## config.mk

```make
export PLATFORM = sky130hd
export DESIGN_NAME = mips_cpu_harvard
export DESIGN_NICKNAME = d
export VERILOG_FILES = /design/src/mips_pkg.sv /design/src/mips_decoder.sv /design/src/mips_alu.sv /design/src/mips_register_file.sv /design/src/mips_pc.sv /design/src/mips_cpu_harvard.sv
export SDC_FILE = /design/constraint.sdc
export NUM_CORES = 2
export LEC_CHECK = 0
export CAP_MARGIN = 30
export CORE_MARGIN = 2
export CORE_UTILIZATION = 55
export CTS_CLUSTER_SIZE = 28
export DETAILED_ROUTE_END_ITERATION = 6
export DONT_BUFFER_PORTS = 1
export PLACE_DENSITY = 0.69
export SYNTH_ARGS = -nofsm -noshare
export SYNTH_HDL_FRONTEND = slang
export SYNTH_HIERARCHICAL = 1
export SYNTH_SLANG_ARGS = --single-unit
```

## constraint.sdc

```tcl
create_clock -name clk -period 10.1 [get_ports clk]
set_input_delay 1.01 -clock clk [delete_from_list [all_inputs] [get_ports clk]]
set_output_delay 1.01 -clock clk [all_outputs]
set_load 0.02 [all_outputs]
```

## src/mips_pkg.sv

```systemverilog
`default_nettype none

package mips_pkg;

	// ~~~~~~~~~~~~~~~~~~~~~~~~~~~~~~~~~~~~~~~~~~~~~~~~~~~~~~~~~~~~~~~~~~~~~~
	// Field and word types
	// ~~~~~~~~~~~~~~~~~~~~~~~~~~~~~~~~~~~~~~~~~~~~~~~~~~~~~~~~~~~~~~~~~~~~~~
	typedef logic [31:0] word_t;
	typedef logic [4:0]  reg_addr_t;
	typedef logic [5:0]  opcode_t;
	typedef logic [5:0]  funct_t;
	typedef logic [4:0]  shamt_t;

	typedef enum logic [3:0] {
		ALU_ADD,
		ALU_SUB,
		ALU_AND,
		ALU_OR,
		ALU_XOR,
		ALU_SLT,
		ALU_SLTU,
		ALU_SLL,
		ALU_SRL,
		ALU_LUI
	} alu_op_t;

	typedef enum logic [2:0] {
		PC_SEQ,
		PC_BEQ,
		PC_BNE,
		PC_JUMP,
		PC_REG   // JR
	} next_pc_t;

	typedef struct packed {
		alu_op_t  alu_op;
		next_pc_t next_pc;
		logic     reg_write;
		logic     reg_dst_rd;   // Write rd instead of rt
		logic     alu_src_imm;
		logic     mem_read;
		logic     mem_write;
		logic     mem_to_reg;
	} ctrl_t;

	// ~~~~~~~~~~~~~~~~~~~~~~~~~~~~~~~~~~~~~~~~~~~~~~~~~~~~~~~~~~~~~~~~~~~~~~
	// Encodings
	// ~~~~~~~~~~~~~~~~~~~~~~~~~~~~~~~~~~~~~~~~~~~~~~~~~~~~~~~~~~~~~~~~~~~~~~
	localparam opcode_t OP_SPECIAL = 6'h00;
	localparam opcode_t OP_J       = 6'h02;
	localparam opcode_t OP_BEQ     = 6'h04;
	localparam opcode_t OP_BNE     = 6'h05;
	localparam opcode_t OP_ADDIU   = 6'h09;
	localparam opcode_t OP_SLTI    = 6'h0a;
	localparam opcode_t OP_ANDI    = 6'h0c;
	localparam opcode_t OP_ORI     = 6'h0d;
	localparam opcode_t OP_XORI    = 6'h0e;
	localparam opcode_t OP_LUI     = 6'h0f;
	localparam opcode_t OP_LW      = 6'h23;
	localparam opcode_t OP_SW      = 6'h2b;

	localparam funct_t FN_SLL  = 6'h00;
	localparam funct_t FN_SRL  = 6'h02;
	localparam funct_t FN_JR   = 6'h08;
	localparam funct_t FN_ADDU = 6'h21;
	localparam funct_t FN_SUBU = 6'h23;
	localparam funct_t FN_AND  = 6'h24;
	localparam funct_t FN_OR   = 6'h25;
	localparam funct_t FN_XOR  = 6'h26;
	localparam funct_t FN_SLT  = 6'h2a;
	localparam funct_t FN_SLTU = 6'h2b;

	localparam word_t HALT_ADDRESS = 32'h0000_0000;

endpackage

`default_nettype wire

```

## src/mips_decoder.sv

```systemverilog
`timescale 1ns/1ps
`default_nettype none

module mips_decoder (
	input  mips_pkg::word_t     instruction,
	output mips_pkg::ctrl_t     ctrl,
	output mips_pkg::reg_addr_t rs,
	output mips_pkg::reg_addr_t rt,
	output mips_pkg::reg_addr_t rd_dest,
	output mips_pkg::shamt_t    shamt,
	output mips_pkg::word_t     imm,
	output logic [25:0]         jump_index
);

	mips_pkg::opcode_t   opcode;
	mips_pkg::funct_t    funct;
	mips_pkg::reg_addr_t rd;
	logic                zero_ext;

	assign opcode     = instruction[31:26];
	assign rs         = instruction[25:21];
	assign rt         = instruction[20:16];
	assign rd         = instruction[15:11];
	assign shamt      = instruction[10:6];
	assign funct      = instruction[5:0];
	assign jump_index = instruction[25:0];

	assign imm     = zero_ext ? {16'h0000, instruction[15:0]}
	                          : {{16{instruction[15]}}, instruction[15:0]};
	assign rd_dest = ctrl.reg_dst_rd ? rd : rt;

	always_comb begin
		ctrl.alu_op      = mips_pkg::ALU_ADD;
		ctrl.next_pc     = mips_pkg::PC_SEQ;
		ctrl.reg_write   = 1'b0;   // Unknown encodings fall through as no-ops
		ctrl.reg_dst_rd  = 1'b0;
		ctrl.alu_src_imm = 1'b0;
		ctrl.mem_read    = 1'b0;
		ctrl.mem_write   = 1'b0;
		ctrl.mem_to_reg  = 1'b0;
		zero_ext         = 1'b0;

		case (opcode)
			mips_pkg::OP_SPECIAL: begin
				ctrl.reg_dst_rd = 1'b1;
				ctrl.reg_write  = 1'b1;
				case (funct)
					mips_pkg::FN_ADDU: ctrl.alu_op = mips_pkg::ALU_ADD;
					mips_pkg::FN_SUBU: ctrl.alu_op = mips_pkg::ALU_SUB;
					mips_pkg::FN_AND:  ctrl.alu_op = mips_pkg::ALU_AND;
					mips_pkg::FN_OR:   ctrl.alu_op = mips_pkg::ALU_OR;
					mips_pkg::FN_XOR:  ctrl.alu_op = mips_pkg::ALU_XOR;
					mips_pkg::FN_SLT:  ctrl.alu_op = mips_pkg::ALU_SLT;
					mips_pkg::FN_SLTU: ctrl.alu_op = mips_pkg::ALU_SLTU;
					mips_pkg::FN_SLL:  ctrl.alu_op = mips_pkg::ALU_SLL;
					mips_pkg::FN_SRL:  ctrl.alu_op = mips_pkg::ALU_SRL;
					mips_pkg::FN_JR: begin
						ctrl.reg_write = 1'b0;
						ctrl.next_pc   = mips_pkg::PC_REG;
					end
					default: ctrl.reg_write = 1'b0;
				endcase
			end
			mips_pkg::OP_ADDIU, mips_pkg::OP_SLTI, mips_pkg::OP_LUI,
			mips_pkg::OP_ANDI, mips_pkg::OP_ORI, mips_pkg::OP_XORI: begin
				ctrl.reg_write   = 1'b1;
				ctrl.alu_src_imm = 1'b1;
				case (opcode)
					mips_pkg::OP_SLTI: ctrl.alu_op = mips_pkg::ALU_SLT;
					mips_pkg::OP_LUI:  ctrl.alu_op = mips_pkg::ALU_LUI;
					mips_pkg::OP_ANDI: ctrl.alu_op = mips_pkg::ALU_AND;
					mips_pkg::OP_ORI:  ctrl.alu_op = mips_pkg::ALU_OR;
					mips_pkg::OP_XORI: ctrl.alu_op = mips_pkg::ALU_XOR;
					default:           ctrl.alu_op = mips_pkg::ALU_ADD;
				endcase
				zero_ext = (opcode == mips_pkg::OP_ANDI) || (opcode == mips_pkg::OP_ORI) ||
				           (opcode == mips_pkg::OP_XORI);
			end
			mips_pkg::OP_LW: begin
				ctrl.reg_write   = 1'b1;
				ctrl.alu_src_imm = 1'b1;
				ctrl.mem_read    = 1'b1;
				ctrl.mem_to_reg  = 1'b1;
			end
			mips_pkg::OP_SW: begin
				ctrl.alu_src_imm = 1'b1;
				ctrl.mem_write   = 1'b1;
			end
			mips_pkg::OP_BEQ: begin
				ctrl.alu_op  = mips_pkg::ALU_SUB;   // Zero flag means rs == rt
				ctrl.next_pc = mips_pkg::PC_BEQ;
			end
			mips_pkg::OP_BNE: begin
				ctrl.alu_op  = mips_pkg::ALU_SUB;
				ctrl.next_pc = mips_pkg::PC_BNE;
			end
			mips_pkg::OP_J: ctrl.next_pc = mips_pkg::PC_JUMP;
			default: ;
		endcase
	end

endmodule

`default_nettype wire

```

## src/mips_alu.sv

```systemverilog
`timescale 1ns/1ps
`default_nettype none

module mips_alu (
	input  mips_pkg::word_t   a,
	input  mips_pkg::word_t   b,
	input  mips_pkg::shamt_t  shamt,
	input  mips_pkg::alu_op_t op,
	output mips_pkg::word_t   result,
	output logic              zero
);

	logic signed_lt;
	logic unsigned_lt;

	assign signed_lt   = $signed(a) < $signed(b);
	assign unsigned_lt = a < b;

	always_comb begin
		case (op)
			mips_pkg::ALU_ADD: begin
				result = a + b;   // No overflow trap, ADDU semantics
			end
			mips_pkg::ALU_SUB: begin
				result = a - b;
			end
			mips_pkg::ALU_AND: begin
				result = a & b;
			end
			mips_pkg::ALU_OR: begin
				result = a | b;
			end
			mips_pkg::ALU_XOR: begin
				result = a ^ b;
			end
			mips_pkg::ALU_SLT: begin
				result = {31'd0, signed_lt};
			end
			mips_pkg::ALU_SLTU: begin
				result = {31'd0, unsigned_lt};
			end
			mips_pkg::ALU_SLL: begin
				result = b << shamt;   // Shifts act on rt
			end
			mips_pkg::ALU_SRL: begin
				result = b >> shamt;
			end
			mips_pkg::ALU_LUI: begin
				result = {b[15:0], 16'h0000};
			end
			default: begin
				result = '0;
			end
		endcase
	end

	// Branch compare
	assign zero = (result == '0);

endmodule

`default_nettype wire

```

## src/mips_register_file.sv

```systemverilog
`timescale 1ns/1ps
`default_nettype none

module mips_register_file (
	input  logic                clk,
	input  logic                reset,
	input  logic                clk_enable,
	input  mips_pkg::reg_addr_t read_addr_a,
	input  mips_pkg::reg_addr_t read_addr_b,
	input  mips_pkg::reg_addr_t write_addr,
	input  mips_pkg::word_t     write_data,
	input  logic                write_enable,
	output mips_pkg::word_t     read_data_a,
	output mips_pkg::word_t     read_data_b,
	output mips_pkg::word_t     register_v0
);

	mips_pkg::word_t regs [32];

	// ~~~~~~~~~~~~~~~~~~~~~~~~~~~~~~~~~~~~~~~~~~~~~~~~~~~~~~~~~~~~~~~~~~~~~~
	// Write port
	// ~~~~~~~~~~~~~~~~~~~~~~~~~~~~~~~~~~~~~~~~~~~~~~~~~~~~~~~~~~~~~~~~~~~~~~
	always_ff @(posedge clk) begin
		if (!reset && clk_enable && write_enable && (write_addr != 5'd0)) begin
			regs[write_addr] <= write_data;
		end
	end

	// Asynchronous reads, $zero hardwired
	assign read_data_a = (read_addr_a == 5'd0) ? '0 : regs[read_addr_a];
	assign read_data_b = (read_addr_b == 5'd0) ? '0 : regs[read_addr_b];

	assign register_v0 = regs[2];

endmodule

`default_nettype wire

```

## src/mips_pc.sv

```systemverilog
`timescale 1ns/1ps
`default_nettype none

module mips_pc #(
	parameter mips_pkg::word_t RESET_VECTOR = 32'hBFC0_0000
) (
	input  logic               clk,
	input  logic               reset,
	input  logic               clk_enable,
	input  mips_pkg::next_pc_t next_pc,
	input  logic               zero,
	input  mips_pkg::word_t    imm,
	input  logic [25:0]        jump_index,
	input  mips_pkg::word_t    reg_target,
	output mips_pkg::word_t    pc,
	output logic               active
);

	mips_pkg::word_t pc_plus4;
	mips_pkg::word_t branch_target;
	mips_pkg::word_t jump_target;
	mips_pkg::word_t pc_next;

	assign pc_plus4      = pc + 32'd4;
	assign branch_target = pc_plus4 + {imm[29:0], 2'b00};
	assign jump_target   = {pc_plus4[31:28], jump_index, 2'b00};

	always_comb begin
		case (next_pc)
			mips_pkg::PC_BEQ:  pc_next = zero ? branch_target : pc_plus4;
			mips_pkg::PC_BNE:  pc_next = zero ? pc_plus4 : branch_target;
			mips_pkg::PC_JUMP: pc_next = jump_target;
			mips_pkg::PC_REG:  pc_next = reg_target;
			default:           pc_next = pc_plus4;
		endcase
	end

	// ~~~~~~~~~~~~~~~~~~~~~~~~~~~~~~~~~~~~~~~~~~~~~~~~~~~~~~~~~~~~~~~~~~~~~~
	// PC register and halt tracking
	// ~~~~~~~~~~~~~~~~~~~~~~~~~~~~~~~~~~~~~~~~~~~~~~~~~~~~~~~~~~~~~~~~~~~~~~
	always_ff @(posedge clk) begin
		if (reset) begin
			pc     <= RESET_VECTOR;
			active <= 1'b1;
		end else if (clk_enable && active) begin
			pc <= pc_next;
			if (pc_next == mips_pkg::HALT_ADDRESS) begin
				active <= 1'b0;   // Frozen from here on
			end
		end
	end

endmodule

`default_nettype wire

```

## src/mips_cpu_harvard.sv

```systemverilog
`timescale 1ns/1ps
`default_nettype none

module mips_cpu_harvard #(
	parameter mips_pkg::word_t RESET_VECTOR = 32'hBFC0_0000
) (
	// Standard signals
	input  logic        clk,
	input  logic        reset,
	output logic        active,
	output logic [31:0] register_v0,

	// Global stall
	input  logic        clk_enable,

	// Instruction port, combinational read
	output logic [31:0] instr_address,
	input  logic [31:0] instr_readdata,

	// Data port, combinational read and single cycle write
	output logic [31:0] data_address,
	output logic        data_write,
	output logic        data_read,
	output logic [31:0] data_writedata,
	input  logic [31:0] data_readdata
);

	mips_pkg::ctrl_t     ctrl;
	mips_pkg::reg_addr_t rs;
	mips_pkg::reg_addr_t rt;
	mips_pkg::reg_addr_t rd_dest;
	mips_pkg::shamt_t    shamt;
	mips_pkg::word_t     imm;
	logic [25:0]         jump_index;

	mips_pkg::word_t reg_read_a;
	mips_pkg::word_t reg_read_b;
	mips_pkg::word_t alu_b;
	mips_pkg::word_t alu_result;
	mips_pkg::word_t writeback;
	logic            alu_zero;
	logic            running;
	logic            reg_write_en;

	// ~~~~~~~~~~~~~~~~~~~~~~~~~~~~~~~~~~~~~~~~~~~~~~~~~~~~~~~~~~~~~~~~~~~~~~
	// Datapath muxes and strobe gating
	// ~~~~~~~~~~~~~~~~~~~~~~~~~~~~~~~~~~~~~~~~~~~~~~~~~~~~~~~~~~~~~~~~~~~~~~
	assign running = active && !reset;

	assign alu_b     = ctrl.alu_src_imm ? imm : reg_read_b;
	assign writeback = ctrl.mem_to_reg ? data_readdata : alu_result;

	assign reg_write_en   = ctrl.reg_write && running;
	assign data_read      = ctrl.mem_read && running;
	assign data_write     = ctrl.mem_write && running;
	assign data_address   = alu_result;   // Base plus offset for LW/SW
	assign data_writedata = reg_read_b;

	mips_decoder u_decoder (
		.instruction (instr_readdata),
		.ctrl        (ctrl),
		.rs          (rs),
		.rt          (rt),
		.rd_dest     (rd_dest),
		.shamt       (shamt),
		.imm         (imm),
		.jump_index  (jump_index)
	);

	mips_register_file u_register_file (
		.clk          (clk),
		.reset        (reset),
		.clk_enable   (clk_enable),
		.read_addr_a  (rs),
		.read_addr_b  (rt),
		.write_addr   (rd_dest),
		.write_data   (writeback),
		.write_enable (reg_write_en),
		.read_data_a  (reg_read_a),
		.read_data_b  (reg_read_b),
		.register_v0  (register_v0)
	);

	mips_alu u_alu (
		.a      (reg_read_a),
		.b      (alu_b),
		.shamt  (shamt),
		.op     (ctrl.alu_op),
		.result (alu_result),
		.zero   (alu_zero)
	);

	mips_pc #(
		.RESET_VECTOR (RESET_VECTOR)
	) u_pc (
		.clk        (clk),
		.reset      (reset),
		.clk_enable (clk_enable),
		.next_pc    (ctrl.next_pc),
		.zero       (alu_zero),
		.imm        (imm),
		.jump_index (jump_index),
		.reg_target (reg_read_a),   // JR target
		.pc         (instr_address),
		.active     (active)
	);

endmodule

`default_nettype wire

```

==> results.yml <==
run_status:
  status: "complete, but fails checks"
  violations: "DRC"
place:
  portBuffers: 0
  routabilityCongestion: 1.04
  dp.final_hpwl_um: 166000
  dp.cells: 6341
  pre_cts_slack_ns: -0.0939
critical_path:
  critPathMaxStageDelay_ns: 0.71
  start_kind: "input pin"
  slowest_stage: "or3_2"
  required_ns: 10.70
  worstSetupPathType: "input pin to register"
  cp.buffers_inverters: 3
  r2r_setup_slack_ns: 0.76
  worstReg2RegStart: "u_register_file/regs[15][0]"
  cp-end-kind: "register"
  crit_fanout: 200
  critPathTopFamily: "simple AND/OR/NAND/NOR gates"
  cp_data_arrival_time_ns: 10.46
  path_common_cell: "or4_1"
  crit_path_start: "instr_readdata[18]"
sta:
  rsz0062_at_grt: "false"
  postLayoutSetupSlackWorst_ns: 0.247
  period_minus_slack_ns: 9.85
  finalMaxSlewViolations: 0
  setup_viol_count_final: 0
  tightest_slew_ns: 1.16
  finalCritPeriodShare_pct: 97.6
  finalHoldViolations: 0
  final.setup_skew_ns: 0.0477
  relSlewSlack_pct: 22.0
  fmax_ghz: 0.101
global_route:
  grt_max_degree: 291
  grtUsageTotal_pct: 41.3
  grt_pass1_wl_um: 353000
  grt_pass1_vias: 47100
  grt_overflow: 0
  antenna_found_initial: 13
floorplanning:
  boundaryPins: 198
  die_h_um: 346
  initial_core_util_pct: 55.4
  core_region_area_um2: 116000
  die_x_um: 346
  row_count: 125
  dieArea_um2: 120000
detailed_routing:
  drtIter0Drc: 7795
  drc: 7
  post_drt_wl_per_cell_um: 38.4
  first_pass_iters: 7
  vias_per_cell: 7.46
  antenna_left: 0
  num_vias: 48900
  totalWireLength_um: 252000
clocking:
  clk_latency_ns: 0.72
  post_cts_buffers: 0
  cts_tree: "yes"
  cts_buffer_depth: 3
  clock_sinks: 1057
  path_clk_slew_ns: 0.06
  cts-buffers-inserted: 109
  htree_levels: 3
  cts_root_buffer: "clkbuf_16"
layout:
  seqCellArea_um2: 31400
  drive_gt1_share_pct: 26.1
  utilization_pct: 61.5
  syn_to_final_growth_pct: 10.9
  multi_input_area_um2: 30400
  fillers: 8890
  stdcell_count: 6554
  nets: 5135
synth:
  yosys_warnings: 6
  netlist_area_um2: 64300
  synth.avg_cell_area_um2: 13.4
  synthCells: 4811
min_path:
  hold_class: "input pin to register"
  min-delay-start: "reset"
power_and_ir_drop:
  leakagePower_nw: 24.8
  ir_drop_mv: 0.265
  p_total_mw: 13.0
  power_density_nw_per_um2: 183
run:
  cap_violations: 0
-- per-stage QoR --
| step | hold WS [ns] | setup TNS [ns] | cell area, µm² |
|---|---|---|---|
| 2_1_floorplan | 0.571 | 0 | 64400 |
| 3_3_place_gp | 0.601 | -0.164 | 67700 |
| 3_5_place_dp | 0.614 | -0.0939 | 67700 |
| 4_1_cts | 0.328 | 0 | 71300 |
| 5_1_grt | 0.355 | 0 | 71300 |
| 6_report | 0.363 | 0 | 71300 |
-- timing repair --
item / CTS / global route
resized for setup: 0 / 1
endpoints found under the setup margin: 0 / 1
hold buffers: 0 / 0
-- path summary, 6_finish.rpt --
path              cells past startpoint           to
setup reg to reg                     31  u_pc/active
hold reg to reg                       2  u_pc/pc[31]
setup / recovery                     31  u_pc/active
hold / removal                        1   u_pc/pc[6]
-- layout make-up --
class | instances | area share [%]
diodes | 7 | 0.0246
flip-flops and latches | 1057 | 44.0
multi-input cells | 3183 | 42.7
clock inverters | 69 | 1.01
well taps | 1524 | 2.67
clock buffers | 134 | 4.02
repair buffers | 452 | 4.87
inverters | 128 | 0.675
-- power by group --
part | switching (mW) | internal (mW) | leakage, nW
combinational | 2.32 | 1.19 | 13.6
clock | 1.73 | 2.33 | 1.74
sequential | 0.0473 | 5.43 | 9.49
-- state kept, by name, summed over array words and instances, names as in the netlist --
signal	flops
u_register_file/regs	1024
u_pc/pc	32
u_pc/active	1
-- metal layers --
layer / up-vias / routed length [µm] / GRT usage [%]
met5: - / 342 / 0
li1: 19700 / - / -
met4: 14 / 17100 / 24.3
met3: 792 / 34500 / 12.1
met2: 3790 / 111000 / 61.8
met1: 24600 / 89100 / 53.7
-- cell usage in the layout (no fill, tap or decap), types with 23 or more instances in the layout --
cell,n
a211oi_1,87
a211oi_2,23
a21o_1,27
a21oi_1,175
a221oi_1,71
a22oi_1,90
a311oi_1,32
buf_4,436
clkbuf_1,23
clkbuf_16,111
clkinv_1,26
conb_1,32
dfxtp_1,33
edfxtp_1,1024
ha_1,134
inv_1,122
mux2_2,86
mux2_4,60
mux2i_1,388
mux4_2,405
nand2_1,279
nand2b_1,24
nand3_1,64
nand4_1,66
nor2_1,183
nor2_4,37
nor2b_1,58
nor3_1,62
o211ai_1,48
o21ai_0,145
o221ai_1,83
xnor2_1,39
Note: power is estimated with default switching activity, not from simulation.
